`config.mk`:
```
export PLATFORM = sky130hd
export DESIGN_NAME = cpu_core
export DESIGN_NICKNAME = d
export VERILOG_FILES = /design/src/cpu_pkg.sv /design/src/cpu_core.sv /design/src/bus_arbiter.sv /design/src/mem_access_unit.sv /design/src/execute_unit.sv /design/src/decode_unit.sv /design/src/register_file.sv /design/src/fetch_unit.sv
export SDC_FILE = /design/constraint.sdc
export NUM_CORES = 2
export LEC_CHECK = 0
export BUFFER_PORTS_ARGS = -buffer_cell sky130_fd_sc_hd__clkbuf_2
export CAP_MARGIN = 25
export CORE_MARGIN = 2
export CORE_UTILIZATION = 35
export DETAILED_ROUTE_END_ITERATION = 10
export PLACE_DENSITY = 0.6
export SYNTH_ARGS = -nofsm -noshare
export SYNTH_HDL_FRONTEND = slang
export SYNTH_SLANG_ARGS = --single-unit
export TNS_END_PERCENT = 100
```
`constraint.sdc`:
```
create_clock -name clk -period 53.8 [get_ports clk]
set_input_delay 10.76 -clock clk [delete_from_list [all_inputs] [get_ports clk]]
set_output_delay 10.76 -clock clk [all_outputs]
set_load 0.02 [all_outputs]
```
`src/cpu_pkg.sv`:
```
// RV64I core shared definitions
package cpu_pkg;

  ////////////////////////////////////////////////////////////////////////////
  // widths
  typedef logic [63:0] xlen_t;
  typedef logic [63:0] addr_t;
  typedef logic [31:0] inst_t;
  typedef logic [4:0]  reg_idx_t;

  localparam addr_t RESET_PC = 64'h0;

  // major opcodes
  localparam logic [6:0] OPC_OP_IMM = 7'b0010011;
  localparam logic [6:0] OPC_OP     = 7'b0110011;
  localparam logic [6:0] OPC_LOAD   = 7'b0000011;
  localparam logic [6:0] OPC_STORE  = 7'b0100011;
  localparam logic [6:0] OPC_BRANCH = 7'b1100011;
  localparam logic [6:0] OPC_SYSTEM = 7'b1110011;

  localparam inst_t INST_EBREAK = 32'h0010_0073;

  typedef enum logic [2:0] {
    ALU_ADD,
    ALU_SUB,
    ALU_AND,
    ALU_OR,
    ALU_XOR,
    ALU_EQ
  } alu_op_e;

  typedef enum logic [1:0] {
    F_IDLE,
    F_REQ,
    F_WAIT_RSP,
    F_WAIT_RETIRE
  } fetch_state_e;

  typedef enum logic [1:0] {
    L_IDLE,
    L_REQ,
    L_WAIT_RSP
  } lsu_state_e;

  ////////////////////////////////////////////////////////////////////////////
  // packets
  typedef struct packed {
    addr_t addr;
    xlen_t wdata;
    logic  wen;
  } bus_req_t;

  typedef struct packed {
    addr_t pc;
    inst_t inst;
  } fetch_pkt_t;

  typedef struct packed {
    addr_t    pc;
    alu_op_e  alu_op;
    xlen_t    op1;
    xlen_t    op2;
    xlen_t    store_data;
    xlen_t    branch_offset;
    reg_idx_t rd;
    logic     rd_wen;
    logic     mem_ren;
    logic     mem_wen;
    logic     is_branch;
    logic     branch_on_equal;
    logic     is_halt;
  } decode_pkt_t;

  typedef struct packed {
    reg_idx_t rd;
    logic     rd_wen;
    xlen_t    result;
    logic     mem_ren;
    logic     mem_wen;
    addr_t    address;
    xlen_t    store_data;
    logic     is_halt;
  } exec_pkt_t;

  typedef struct packed {
    logic  taken;
    addr_t target;
  } redirect_t;

endpackage
```
`src/cpu_core.sv`:
```
// RV64I core top
`timescale 1ns/1ps

module cpu_core (
  input  logic               clk,
  input  logic               i_rst,
  input  logic               i_bus_ready,
  input  logic               i_bus_rsp_valid,
  input  cpu_pkg::xlen_t     i_bus_rdata,
  output logic               o_bus_valid,
  output cpu_pkg::bus_req_t  o_bus_req,
  output logic               o_halted
);

  ////////////////////////////////////////////////////////////////////////////
  // stage handshakes
  logic                  fetch_valid, fetch_ready;
  cpu_pkg::fetch_pkt_t   fetch_pkt;
  logic                  dec_valid, dec_ready;
  cpu_pkg::decode_pkt_t  dec_pkt;
  logic                  exec_valid, exec_ready;
  cpu_pkg::exec_pkt_t    exec_pkt;
  cpu_pkg::redirect_t    redirect;
  logic                  redirect_valid;
  logic                  retire;

  // register file ports
  cpu_pkg::reg_idx_t     rs1, rs2, rd;
  cpu_pkg::xlen_t        rs1_data, rs2_data, rd_data;
  logic                  rd_wen;

  ////////////////////////////////////////////////////////////////////////////
  // requesters to arbiter
  logic                  if_bus_valid, if_bus_ready, if_rsp_valid;
  cpu_pkg::bus_req_t     if_bus_req;
  logic                  ls_bus_valid, ls_bus_ready, ls_rsp_valid;
  cpu_pkg::bus_req_t     ls_bus_req;
  cpu_pkg::xlen_t        rsp_data;

  fetch_unit u_fetch (
    .clk(clk), .i_rst(i_rst), .i_retire(retire), .i_halt(o_halted),
    .i_redirect(redirect), .i_redirect_valid(redirect_valid),
    .i_bus_ready(if_bus_ready), .i_rsp_valid(if_rsp_valid), .i_rsp_data(rsp_data),
    .i_fetch_ready(fetch_ready), .o_bus_valid(if_bus_valid), .o_bus_req(if_bus_req),
    .o_fetch_valid(fetch_valid), .o_fetch(fetch_pkt)
  );

  register_file u_regs (
    .clk(clk), .i_rst(i_rst), .i_rs1(rs1), .i_rs2(rs2), .i_rd(rd), .i_rd_wen(rd_wen),
    .i_rd_data(rd_data), .o_rs1_data(rs1_data), .o_rs2_data(rs2_data)
  );

  decode_unit u_decode (
    .clk(clk), .i_rst(i_rst), .i_fetch_valid(fetch_valid), .i_fetch(fetch_pkt),
    .i_rs1_data(rs1_data), .i_rs2_data(rs2_data), .i_dec_ready(dec_ready),
    .o_fetch_ready(fetch_ready), .o_rs1(rs1), .o_rs2(rs2),
    .o_dec_valid(dec_valid), .o_dec(dec_pkt)
  );

  execute_unit u_execute (
    .clk(clk), .i_rst(i_rst), .i_dec_valid(dec_valid), .i_dec(dec_pkt),
    .i_exec_ready(exec_ready), .o_dec_ready(dec_ready), .o_exec_valid(exec_valid),
    .o_exec(exec_pkt), .o_redirect(redirect), .o_redirect_valid(redirect_valid)
  );

  mem_access_unit u_mem (
    .clk(clk), .i_rst(i_rst), .i_exec_valid(exec_valid), .i_exec(exec_pkt),
    .i_bus_ready(ls_bus_ready), .i_rsp_valid(ls_rsp_valid), .i_rsp_data(rsp_data),
    .o_exec_ready(exec_ready), .o_bus_valid(ls_bus_valid), .o_bus_req(ls_bus_req),
    .o_rd(rd), .o_rd_wen(rd_wen), .o_rd_data(rd_data), .o_retire(retire),
    .o_halted(o_halted)
  );

  bus_arbiter u_arbiter (
    .clk(clk), .i_rst(i_rst), .i_fetch_valid(if_bus_valid), .i_fetch_req(if_bus_req),
    .i_data_valid(ls_bus_valid), .i_data_req(ls_bus_req), .i_bus_ready(i_bus_ready),
    .i_bus_rsp_valid(i_bus_rsp_valid), .i_bus_rdata(i_bus_rdata),
    .o_fetch_ready(if_bus_ready), .o_fetch_rsp_valid(if_rsp_valid),
    .o_data_ready(ls_bus_ready), .o_data_rsp_valid(ls_rsp_valid),
    .o_rsp_data(rsp_data), .o_bus_valid(o_bus_valid), .o_bus_req(o_bus_req)
  );

endmodule

```
`src/bus_arbiter.sv`:
```
// shared memory bus arbiter
`timescale 1ns/1ps

module bus_arbiter (
  input  logic               clk,
  input  logic               i_rst,
  input  logic               i_fetch_valid,
  input  cpu_pkg::bus_req_t  i_fetch_req,
  input  logic               i_data_valid,
  input  cpu_pkg::bus_req_t  i_data_req,
  input  logic               i_bus_ready,
  input  logic               i_bus_rsp_valid,
  input  cpu_pkg::xlen_t     i_bus_rdata,
  output logic               o_fetch_ready,
  output logic               o_fetch_rsp_valid,
  output logic               o_data_ready,
  output logic               o_data_rsp_valid,
  output cpu_pkg::xlen_t     o_rsp_data,
  output logic               o_bus_valid,
  output cpu_pkg::bus_req_t  o_bus_req
);

  logic busy_q;
  logic owner_data_q;
  logic grant_data;
  logic grant_fetch;

  // data side wins a tie
  assign grant_data  = !busy_q && i_data_valid;
  assign grant_fetch = !busy_q && i_fetch_valid && !i_data_valid;

  assign o_bus_valid   = grant_data || grant_fetch;
  assign o_bus_req     = grant_data ? i_data_req : i_fetch_req;
  assign o_data_ready  = grant_data && i_bus_ready;
  assign o_fetch_ready = grant_fetch && i_bus_ready;

  // response goes back to whoever owns the bus
  assign o_data_rsp_valid  = i_bus_rsp_valid && busy_q && owner_data_q;
  assign o_fetch_rsp_valid = i_bus_rsp_valid && busy_q && !owner_data_q;
  assign o_rsp_data        = i_bus_rdata;

  always_ff @(posedge clk) begin
    if (i_rst) begin
      busy_q       <= 1'b0;
      owner_data_q <= 1'b0;
    end else if (o_bus_valid && i_bus_ready) begin
      busy_q       <= 1'b1;
      owner_data_q <= grant_data;
    end else if (i_bus_rsp_valid) begin
      busy_q <= 1'b0;
    end
  end

endmodule

```
`src/mem_access_unit.sv`:
```
// data access, writeback and retire
`timescale 1ns/1ps

module mem_access_unit (
  input  logic                clk,
  input  logic                i_rst,
  input  logic                i_exec_valid,
  input  cpu_pkg::exec_pkt_t  i_exec,
  input  logic                i_bus_ready,
  input  logic                i_rsp_valid,
  input  cpu_pkg::xlen_t      i_rsp_data,
  output logic                o_exec_ready,
  output logic                o_bus_valid,
  output cpu_pkg::bus_req_t   o_bus_req,
  output cpu_pkg::reg_idx_t   o_rd,
  output logic                o_rd_wen,
  output cpu_pkg::xlen_t      o_rd_data,
  output logic                o_retire,
  output logic                o_halted
);

  cpu_pkg::lsu_state_e state_q;
  cpu_pkg::exec_pkt_t  pkt_q;
  cpu_pkg::xlen_t      rd_data_q;
  logic                retire_q;
  logic                halted_q;

  assign o_exec_ready    = (state_q == cpu_pkg::L_IDLE) && !retire_q;
  assign o_bus_valid     = state_q == cpu_pkg::L_REQ;
  assign o_bus_req.addr  = {pkt_q.address[63:3], 3'b000};
  assign o_bus_req.wdata = pkt_q.store_data;
  assign o_bus_req.wen   = pkt_q.mem_wen;

  // regfile writes on the retire edge
  assign o_rd      = pkt_q.rd;
  assign o_rd_wen  = retire_q && pkt_q.rd_wen;
  assign o_rd_data = rd_data_q;
  assign o_retire  = retire_q;
  assign o_halted  = halted_q;

  always_ff @(posedge clk) begin
    if (i_rst) begin
      state_q  <= cpu_pkg::L_IDLE;
      retire_q <= 1'b0;
      halted_q <= 1'b0;
    end else begin
      retire_q <= 1'b0;
      if (retire_q && pkt_q.is_halt) begin
        halted_q <= 1'b1;
      end
      case (state_q)
        cpu_pkg::L_IDLE: begin
          if (i_exec_valid && o_exec_ready) begin
            pkt_q     <= i_exec;
            rd_data_q <= i_exec.result;
            if (i_exec.mem_ren || i_exec.mem_wen) begin
              state_q <= cpu_pkg::L_REQ;
            end else begin
              retire_q <= 1'b1;
            end
          end
        end
        cpu_pkg::L_REQ: begin
          if (i_bus_ready) begin
            state_q <= cpu_pkg::L_WAIT_RSP;
          end
        end
        default: begin
          if (i_rsp_valid) begin
            if (pkt_q.mem_ren) begin
              rd_data_q <= i_rsp_data;
            end
            retire_q <= 1'b1;
            state_q  <= cpu_pkg::L_IDLE;
          end
        end
      endcase
    end
  end

endmodule

```
`src/execute_unit.sv`:
```
// alu and branch resolution
`timescale 1ns/1ps

module execute_unit (
  input  logic                  clk,
  input  logic                  i_rst,
  input  logic                  i_dec_valid,
  input  cpu_pkg::decode_pkt_t  i_dec,
  input  logic                  i_exec_ready,
  output logic                  o_dec_ready,
  output logic                  o_exec_valid,
  output cpu_pkg::exec_pkt_t    o_exec,
  output cpu_pkg::redirect_t    o_redirect,
  output logic                  o_redirect_valid
);

  cpu_pkg::xlen_t      sum;
  cpu_pkg::xlen_t      alu_res;
  logic                eq;
  cpu_pkg::exec_pkt_t  exec_q;
  cpu_pkg::redirect_t  redirect_q;
  logic                exec_valid_q;

  assign sum = i_dec.op1 + i_dec.op2;
  assign eq  = i_dec.op1 == i_dec.op2;

  always_comb begin
    case (i_dec.alu_op)
      cpu_pkg::ALU_SUB: alu_res = i_dec.op1 - i_dec.op2;
      cpu_pkg::ALU_AND: alu_res = i_dec.op1 & i_dec.op2;
      cpu_pkg::ALU_OR:  alu_res = i_dec.op1 | i_dec.op2;
      cpu_pkg::ALU_XOR: alu_res = i_dec.op1 ^ i_dec.op2;
      cpu_pkg::ALU_EQ:  alu_res = {63'd0, eq};
      default:          alu_res = sum;
    endcase
  end

  assign o_dec_ready  = !exec_valid_q;
  assign o_exec_valid = exec_valid_q;
  assign o_exec       = exec_q;
  assign o_redirect   = redirect_q;
  // fetch sees the redirect as the packet moves on
  assign o_redirect_valid = exec_valid_q && i_exec_ready;

  always_ff @(posedge clk) begin
    if (i_rst) begin
      exec_valid_q <= 1'b0;
    end else if (i_dec_valid && o_dec_ready) begin
      exec_valid_q          <= 1'b1;
      exec_q.rd             <= i_dec.rd;
      exec_q.rd_wen         <= i_dec.rd_wen;
      exec_q.result         <= alu_res;
      exec_q.mem_ren        <= i_dec.mem_ren;
      exec_q.mem_wen        <= i_dec.mem_wen;
      exec_q.address        <= sum;
      exec_q.store_data     <= i_dec.store_data;
      exec_q.is_halt        <= i_dec.is_halt;
      redirect_q.taken      <= i_dec.is_branch && (alu_res[0] == i_dec.branch_on_equal);
      redirect_q.target     <= i_dec.pc + i_dec.branch_offset;
    end else if (i_exec_ready) begin
      exec_valid_q <= 1'b0;
    end
  end

endmodule

```
`src/decode_unit.sv`:
```
// instruction decode
`timescale 1ns/1ps

module decode_unit (
  input  logic                  clk,
  input  logic                  i_rst,
  input  logic                  i_fetch_valid,
  input  cpu_pkg::fetch_pkt_t   i_fetch,
  input  cpu_pkg::xlen_t        i_rs1_data,
  input  cpu_pkg::xlen_t        i_rs2_data,
  input  logic                  i_dec_ready,
  output logic                  o_fetch_ready,
  output cpu_pkg::reg_idx_t     o_rs1,
  output cpu_pkg::reg_idx_t     o_rs2,
  output logic                  o_dec_valid,
  output cpu_pkg::decode_pkt_t  o_dec
);

  cpu_pkg::inst_t        inst;
  logic [6:0]            opcode;
  logic [2:0]            funct3;
  logic [6:0]            funct7;
  cpu_pkg::xlen_t        imm_i;
  cpu_pkg::xlen_t        imm_s;
  cpu_pkg::xlen_t        imm_b;
  cpu_pkg::decode_pkt_t  dec_d;
  cpu_pkg::decode_pkt_t  dec_q;
  logic                  dec_valid_q;

  assign inst   = i_fetch.inst;
  assign opcode = inst[6:0];
  assign funct3 = inst[14:12];
  assign funct7 = inst[31:25];
  assign o_rs1  = inst[19:15];
  assign o_rs2  = inst[24:20];

  // sign extended immediates
  assign imm_i = {{52{inst[31]}}, inst[31:20]};
  assign imm_s = {{52{inst[31]}}, inst[31:25], inst[11:7]};
  assign imm_b = {{51{inst[31]}}, inst[31], inst[7], inst[30:25], inst[11:8], 1'b0};

  always_comb begin
    dec_d               = '0;
    dec_d.pc            = i_fetch.pc;
    dec_d.alu_op        = cpu_pkg::ALU_ADD;
    dec_d.op1           = i_rs1_data;
    dec_d.op2           = imm_i;
    dec_d.store_data    = i_rs2_data;
    dec_d.branch_offset = imm_b;
    dec_d.rd            = inst[11:7];
    case (opcode)
      cpu_pkg::OPC_OP_IMM, cpu_pkg::OPC_OP: begin
        dec_d.rd_wen = 1'b1;
        if (opcode == cpu_pkg::OPC_OP) begin
          dec_d.op2 = i_rs2_data;
        end
        case (funct3)
          3'b000: begin
            // sub only exists in the register form
            dec_d.alu_op = (opcode == cpu_pkg::OPC_OP && funct7[5]) ? cpu_pkg::ALU_SUB
                                                                    : cpu_pkg::ALU_ADD;
          end
          3'b100:  dec_d.alu_op = cpu_pkg::ALU_XOR;
          3'b110:  dec_d.alu_op = cpu_pkg::ALU_OR;
          3'b111:  dec_d.alu_op = cpu_pkg::ALU_AND;
          default: dec_d.rd_wen = 1'b0;
        endcase
      end
      cpu_pkg::OPC_LOAD: begin
        dec_d.mem_ren = funct3 == 3'b011;
        dec_d.rd_wen  = funct3 == 3'b011;
      end
      cpu_pkg::OPC_STORE: begin
        dec_d.op2     = imm_s;
        dec_d.mem_wen = funct3 == 3'b011;
      end
      cpu_pkg::OPC_BRANCH: begin
        dec_d.alu_op          = cpu_pkg::ALU_EQ;
        dec_d.op2             = i_rs2_data;
        dec_d.is_branch       = funct3 == 3'b000 || funct3 == 3'b001;
        dec_d.branch_on_equal = funct3 == 3'b000;
      end
      cpu_pkg::OPC_SYSTEM: begin
        dec_d.is_halt = inst == cpu_pkg::INST_EBREAK;
      end
      default: ;
    endcase
  end

  assign o_fetch_ready = !dec_valid_q;
  assign o_dec_valid   = dec_valid_q;
  assign o_dec         = dec_q;

  always_ff @(posedge clk) begin
    if (i_rst) begin
      dec_valid_q <= 1'b0;
    end else if (i_fetch_valid && o_fetch_ready) begin
      dec_valid_q <= 1'b1;
      dec_q       <= dec_d;
    end else if (i_dec_ready) begin
      dec_valid_q <= 1'b0;
    end
  end

endmodule

```
`src/register_file.sv`:
```
// integer register file
`timescale 1ns/1ps

module register_file (
  input  logic                clk,
  input  logic                i_rst,
  input  cpu_pkg::reg_idx_t   i_rs1,
  input  cpu_pkg::reg_idx_t   i_rs2,
  input  cpu_pkg::reg_idx_t   i_rd,
  input  logic                i_rd_wen,
  input  cpu_pkg::xlen_t      i_rd_data,
  output cpu_pkg::xlen_t      o_rs1_data,
  output cpu_pkg::xlen_t      o_rs2_data
);

  cpu_pkg::xlen_t regs [32];

  assign o_rs1_data = regs[i_rs1];
  assign o_rs2_data = regs[i_rs2];

  // x0 is never written so it reads zero
  always_ff @(posedge clk) begin
    if (i_rst) begin
      for (int i = 0; i < 32; i++) begin
        regs[i] <= '0;
      end
    end else if (i_rd_wen && (i_rd != 5'd0)) begin
      regs[i_rd] <= i_rd_data;
    end
  end

endmodule

```
`src/fetch_unit.sv`:
```
// instruction fetch
`timescale 1ns/1ps

module fetch_unit (
  input  logic                 clk,
  input  logic                 i_rst,
  input  logic                 i_retire,
  input  logic                 i_halt,
  input  cpu_pkg::redirect_t   i_redirect,
  input  logic                 i_redirect_valid,
  input  logic                 i_bus_ready,
  input  logic                 i_rsp_valid,
  input  cpu_pkg::xlen_t       i_rsp_data,
  input  logic                 i_fetch_ready,
  output logic                 o_bus_valid,
  output cpu_pkg::bus_req_t    o_bus_req,
  output logic                 o_fetch_valid,
  output cpu_pkg::fetch_pkt_t  o_fetch
);

  cpu_pkg::fetch_state_e state_q;
  cpu_pkg::addr_t        pc_q;
  cpu_pkg::redirect_t    redirect_q;
  cpu_pkg::inst_t        inst_q;
  logic                  fetch_valid_q;

  // doubleword aligned read at the pc
  assign o_bus_valid       = state_q == cpu_pkg::F_REQ;
  assign o_bus_req.addr    = {pc_q[63:3], 3'b000};
  assign o_bus_req.wdata   = '0;
  assign o_bus_req.wen     = 1'b0;
  assign o_fetch_valid     = fetch_valid_q;
  assign o_fetch.pc        = pc_q;
  assign o_fetch.inst      = inst_q;

  always_ff @(posedge clk) begin
    if (i_rst) begin
      state_q       <= cpu_pkg::F_IDLE;
      pc_q          <= cpu_pkg::RESET_PC;
      redirect_q    <= '0;
      fetch_valid_q <= 1'b0;
    end else begin
      if (i_redirect_valid) begin
        redirect_q <= i_redirect;
      end
      if (fetch_valid_q && i_fetch_ready) begin
        fetch_valid_q <= 1'b0;
      end
      case (state_q)
        cpu_pkg::F_IDLE: begin
          if (!i_halt) begin
            state_q <= cpu_pkg::F_REQ;
          end
        end
        cpu_pkg::F_REQ: begin
          if (i_bus_ready) begin
            state_q <= cpu_pkg::F_WAIT_RSP;
          end
        end
        cpu_pkg::F_WAIT_RSP: begin
          if (i_rsp_valid) begin
            inst_q        <= pc_q[2] ? i_rsp_data[63:32] : i_rsp_data[31:0];
            fetch_valid_q <= 1'b1;
            state_q       <= cpu_pkg::F_WAIT_RETIRE;
          end
        end
        default: begin
          if (i_retire) begin
            pc_q <= redirect_q.taken ? redirect_q.target : pc_q + 64'd4;
            // ebreak parks the fetch for good
            state_q <= (inst_q == cpu_pkg::INST_EBREAK) ? cpu_pkg::F_IDLE
                                                        : cpu_pkg::F_REQ;
          end
        end
      endcase
    end
  end

endmodule

```
# Yosys cells after proc, flatten, opt, wreduce, memory -nomap -nowiden
# Memory sizes are Yosys's and may differ from the RTL's. A register that Yosys moved wholly into a read port is not among the register bits.
# Index checks and enable logic that the tools add are counted.
# W data, S select, Z words.
dict set report totals {
  regBits 857
  ram_bits 2048
  inputBits 68
  out_inout_bits 131
  elab_cells 180
  mem_count 1
}
dict set report op_classes {
  n_addsub 4
  eq_ne 29
  muxes 48
  bitwise 6
  n_reduce_logical 49
}
# memory words word_bits read_ports rd_ports_with_merged_regs write_ports line_no
set memory_table {}
lappend memory_table {u_regs.regs 32 64 2 2 32 register_file.sv:16} ;# cpu_pkg::xlen_t regs [32];
# operator count
set op_table {}
lappend op_table {{$mux W64} 6}
lappend op_table {{$pmux W64 S5} 1}
lappend op_table {{$pmux W64 S3} 1}
lappend op_table {{$mux W129} 1}
lappend op_table {{$add A64 B64 Y64} 2}
lappend op_table {{$pmux W64 S2} 1}
lappend op_table {{$add A64 B3 Y64 const B} 1}
lappend op_table {{$and A64 B64 Y64} 1}
lappend op_table {{$eq A64 B64 Y1} 1}
lappend op_table {{$or A64 B64 Y64} 1}
lappend op_table {{$reduce_or A64 Y1} 1}
lappend op_table {{$sub A64 B64 Y64} 1}
lappend op_table {{$xor A64 B64 Y64} 1}
lappend op_table {{$eq A32 B21 Y1 const B} 1}
lappend op_table {{$mux W32} 1}
lappend op_table {{$mux W1} 21}
lappend op_table {{$logic_and A1 B1 Y1} 18}
lappend op_table {{$mux W2} 8}
lappend op_table {{$eq A3 B3 Y1 const B} 5}
lappend op_table {{$eq A7 B6 Y1 const B} 2}
lappend op_table {{$eq A7 B7 Y1 const B} 2}
lappend op_table {{$ne A2 B2 Y1 const B} 7}
lappend op_table {{$pmux W3 S4} 1}
lappend op_table {{$mux W5} 2}
lappend op_table {{27 further kinds} 49}

# Depth between registers and ports, before layout
dict set report depth {
  ltp_word 7
  mapped_depth 15
  depth_no_buf 15
}

# Cells and area by module
# Synthesis repeated with hierarchy kept, for this count alone.
dict set report hier_totals {
  cells_unflattened 11922
  area_unflattened_um2 159992.2
}
# module instances cells_each area_each_um2 seq_area_each_um2
set modules_own_cells {}
lappend modules_own_cells {register_file 1 7001 106702.3 61499.0}
lappend modules_own_cells {execute_unit 1 2753 23802.8 8007.7}
lappend modules_own_cells {decode_unit 1 494 9862.0 8338.0}
lappend modules_own_cells {fetch_unit 1 1022 9097.5 3603.5}
lappend modules_own_cells {mem_access_unit 1 428 7911.3 6025.8}
lappend modules_own_cells {bus_arbiter 1 224 2616.3 40.0}

# Worst setup path after synthesis
# Ideal clock, no wire load.
dict set report synth_timing {
  path_type {input to register}
  startpoint {input port i_rst}
  endpoint {register u_decode.dec_q, in the netlist u_decode.o_dec[0], enable pin}
  setup_time_ps 1308
  arrival_time_ps 31114
  required_ps 52492
  slack_ps 21378
  stages 3
  path_buffers 2
  path_cell_list {clkbuf_1 -> clkbuf_1 -> nor3b_1}
}
dict set report synth_via {
  elab_chain_len 2
}
# item line_no
set synth_lines {}
lappend synth_lines {{start, declared} cpu_core.sv:6} ;# input logic i_rst,
lappend synth_lines {{$not A1 Y1 (no source line)} n/a}
lappend synth_lines {{$reduce_and A2 Y1 (no source line)} n/a}
lappend synth_lines {{end signal, assigned} decode_unit.sv:99} ;# dec_q <= dec_d;
lappend synth_lines {{end, declared} decode_unit.sv:27} ;# cpu_pkg::decode_pkt_t dec_q;
# Every way passes these cells.
# A chain may end at the register's enable or synchronous reset.

==> results.json <==
{
  "ff2ff_path_depth": 14,
  "ys_warn_count": 0,
  "maxCapViolCount": 0,
  "cts_buffers": 326,
  "overflow": 0,
  "hold_path_origin": "u_execute.o_exec[13]",
  "synth_top_cell_by_area": "edfxtp_1",
  "grt_max_degree": 122,
  "clkTransAtPathRegs_ps": 60,
  "grt_pass1_vias": 99300,
  "cell_area_after_synthesis_mm2": 0.156,
  "final-setup-viol-count": 0,
  "setup_slack_ps": 38960,
  "antenna_found_initial": 83,
  "pre_cts_slack_ps": 39120,
  "firstDrtPassIters": 6,
  "async_reset_ff_share_pct": 0,
  "grt_pass1_wl_um": 767000,
  "avgViaCountPerCell": 5.92,
  "synth_cells": 10700,
  "clock_skew_ps": 76.9,
  "worst-endpoint-required_ps": 43040,
  "synthFlopType": "edfxtp_1",
  "detail_route.iter0.violations": 14000,
  "clk_latency_ps": 990,
  "hold_worst_path_end": "u_mem.o_bus_req[13]",
  "clock_path_buffers": 4,
  "flow.area_growth_from_synthesis_pct": 12.6,
  "period_share_pct": 27.6,
  "setup.worst_path.end_class": "output pin",
  "status": "finished, final reports clean",
  "finalHoldViolations": 0,
  "fin_nets": 11000,
  "synth_top_area_share_pct": 54.3,
  "crit_path_max_fanout": 66,
  "initial_utilization_pct": 35.2,
  "clk_root_buffer_cell": "clkbuf_16",
  "timing_max_transition_violations_final": 0,
  "synth.lib_cells_used.distinct": 95,
  "antenna_left": 0,
  "synth_seq_area_share_pct": 56.2,
  "cpMaxStageDelayCell": "buf_4",
  "grt_use_total_pct": 23.9,
  "floorplan.io_pins": 199,
  "post_route_cells_drive_above_1_share_pct": 24.6,
  "clock-sinks": 2959,
  "ys_top_cells_by_count": "edfxtp_1, and2_1, mux4_2",
  "critical_path.most_common_cell": "buf_4",
  "min-delay-path-class": "reg2reg",
  "fin_crit_ps": 14840,
  "num_vias": 100000,
  "yosysMostFrequentCell": "edfxtp_1",
  "cp.arrival_ps": 4080,
  "setup_tns_ps": 0,
  "crit_chain": "nand2b_1 -> nor2_4 -> buf_4 -> buf_4 -> nand2_1 -> o21ai_0 -> clkbuf_2",
  "max_slew_margin_pct": 20.1,
  "detail_route.drc_violations": 0,
  "floorplan.rows": 244,
  "whs_path_depth": 0,
  "synth-seq-cells": 2959,
  "start_kind": "flop",
  "p_leak_nw": 61.5,
  "detail_route.wirelength_um": 552000,
  "crit-reg2reg-capture": "u_execute.o_exec[187]",
  "cts_resized": 0,
  "die_width_um": 671,
  "setup_repair_after_global_routing_missed_its_margin": "no",
  "design.die.area_mm2": 0.450,
  "cts_hold_buf": 0,
  "detail_route.wl_per_cell_um": 32.7,
  "synth_edf_count": 2816,
  "core_area_mm2": 0.442,
  "cts_tree": "yes",
  "timing.setup.critical_path_class": "reg2out",
  "netlist_top_cells_area": "edfxtp_1, mux4_2, and2_1, mux2_2, ha_1",
  "worst_slew_pin_slew_ps": 1200,
  "die_height_um": 671,
  "clock_tree.htree_level_count": 5,
  "vdd_drop_max_mv": 0.0236,
  "port-buffer-count": 195,
  "cellPowerDensity_mw_per_mm2": 29.3,
  "detailedPlacementHpwl_um": 355000,
  "globalplace.congestion": 0.968,
  "fmax_ghz": 0.0674,
  "reg2reg_slack_ps": 48070,
  "reg2reg_from": "u_decode.o_dec[142]",
  "synth.avg_cell_area_um2": 14.5,
  "postCtsSetupRepairBufs": 0,
  "worst_path_largest_cell_delay_ps": 710
}
-- critical path: cells and delay by family, from the launching register on --
family	cells	cell delay [ps]
flip-flops	1	390
AO/OA/AOI/OAI	1	200
buffers and inverters	3	1650
AND/OR/NAND/NOR	3	760
-- metrics by stage --
step	util, %	instance area (um2)	hold slack, ps	power (mW)	instances
6_report	39.6	175000	406	5.13	16900
2_1_floorplan	-	156000	400	2.78	10800
5_1_grt	39.6	175000	402	5.25	16900
3_5_place_dp	37.0	164000	405	2.88	16200
3_3_place_gp	36.9	163000	401	2.87	16200
4_1_cts	39.4	174000	397	5.15	16800
-- per-layer routing --
| layer | track usage, % | part of all wire [%] | wire (um) |
|---|---|---|---|
| met1 | 29.8 | 36 | 201000 |
| met2 | 38.9 | 48 | 262000 |
| met3 | 5.90 | 11 | 58100 |
| met4 | 11.6 | 5.4 | 29800 |
| met5 | 0 | 0.034 | 188 |
-- where the power goes --
part	leakage [nW]	total, mW	internal, mW	switching (mW)
combinational	27.0	0.233	0.0880	0.145
sequential	29.2	2.61	2.57	0.0371
clock	5.23	2.29	1.30	0.989
total	61.5	5.13	3.96	1.17
-- placed cells by master, fill, tap and decap left out, types with 60 or more instances in the layout --
cell type and n:
a21o_1 68, a21oi_1 510, a221oi_1 60, and2_1 2061
buf_4 209, clkbuf_16 329, clkbuf_2 194, clkinv_1 80
clkinv_2 70, conb_1 67, dfxtp_1 136, edfxtp_1 2816
ha_1 259, inv_1 248, mux2_2 297, mux4_2 1280
nand2_1 391, nand3_1 69, nor2_1 353, nor3_1 82
o21ai_0 153, o22ai_1 79, xnor2_1 106
-- kinds of logic (layout without fill, tap and decap cells) --
family          Yosys count  count (layout)  synth area share [%]
flops                  2959            2959                  56.2
xor+xnor                128             128                 0.720
fa+ha+maj               262             262                  2.12
buf+inv                1187            1325                  2.88
compound gates         1327            1327                  5.46
mux                    1598            1598                  20.8
simple gates           3263            3263                  11.8
other cells               1             119               0.00241
-- flip-flops by register name, summed over array words and instances (netlist names), 2 cells and up, named ones only --
name,count
u_regs.regs,2048
u_decode.o_dec,276
u_execute.o_exec,198
u_mem.o_bus_req,126
u_execute.o_redirect,64
u_fetch.redirect_q,64
u_mem.o_rd_data,64
u_fetch.pc_q,63
u_fetch.inst_q,32
u_mem.o_rd,5
u_mem.pkt_q,3
u_fetch.state_q,2
u_mem.state_q,2
-- how the worst max path moves through the flow --
stage                           startpoint                   to  slack (ps)  cells past startpoint
final                     u_mem.state_q[1]        o_bus_req[99]       38960                      7
after global routing      u_mem.state_q[1]        o_bus_req[99]       38810                      7
after CTS                 u_mem.state_q[1]        o_bus_req[99]       38910                      7
after detailed placement             i_rst  u_regs.regs[25][31]       39120                      8
after global placement               i_rst   u_regs.regs[4][18]       38950                      8
after floorplan                      i_rst    u_decode.o_dec[0]       21380                      3
-- layout make-up --
type	instances	area, um2
clock inverters	228	2300
flip-flops and latches	2959	87400
clock buffers	379	8430
repair buffers	461	3960
well taps	5904	7390
fillers	40500	267000
diodes	52	130
multi-input cells	6645	64600
inverters	257	965
(Power assumes the default switching activity.)
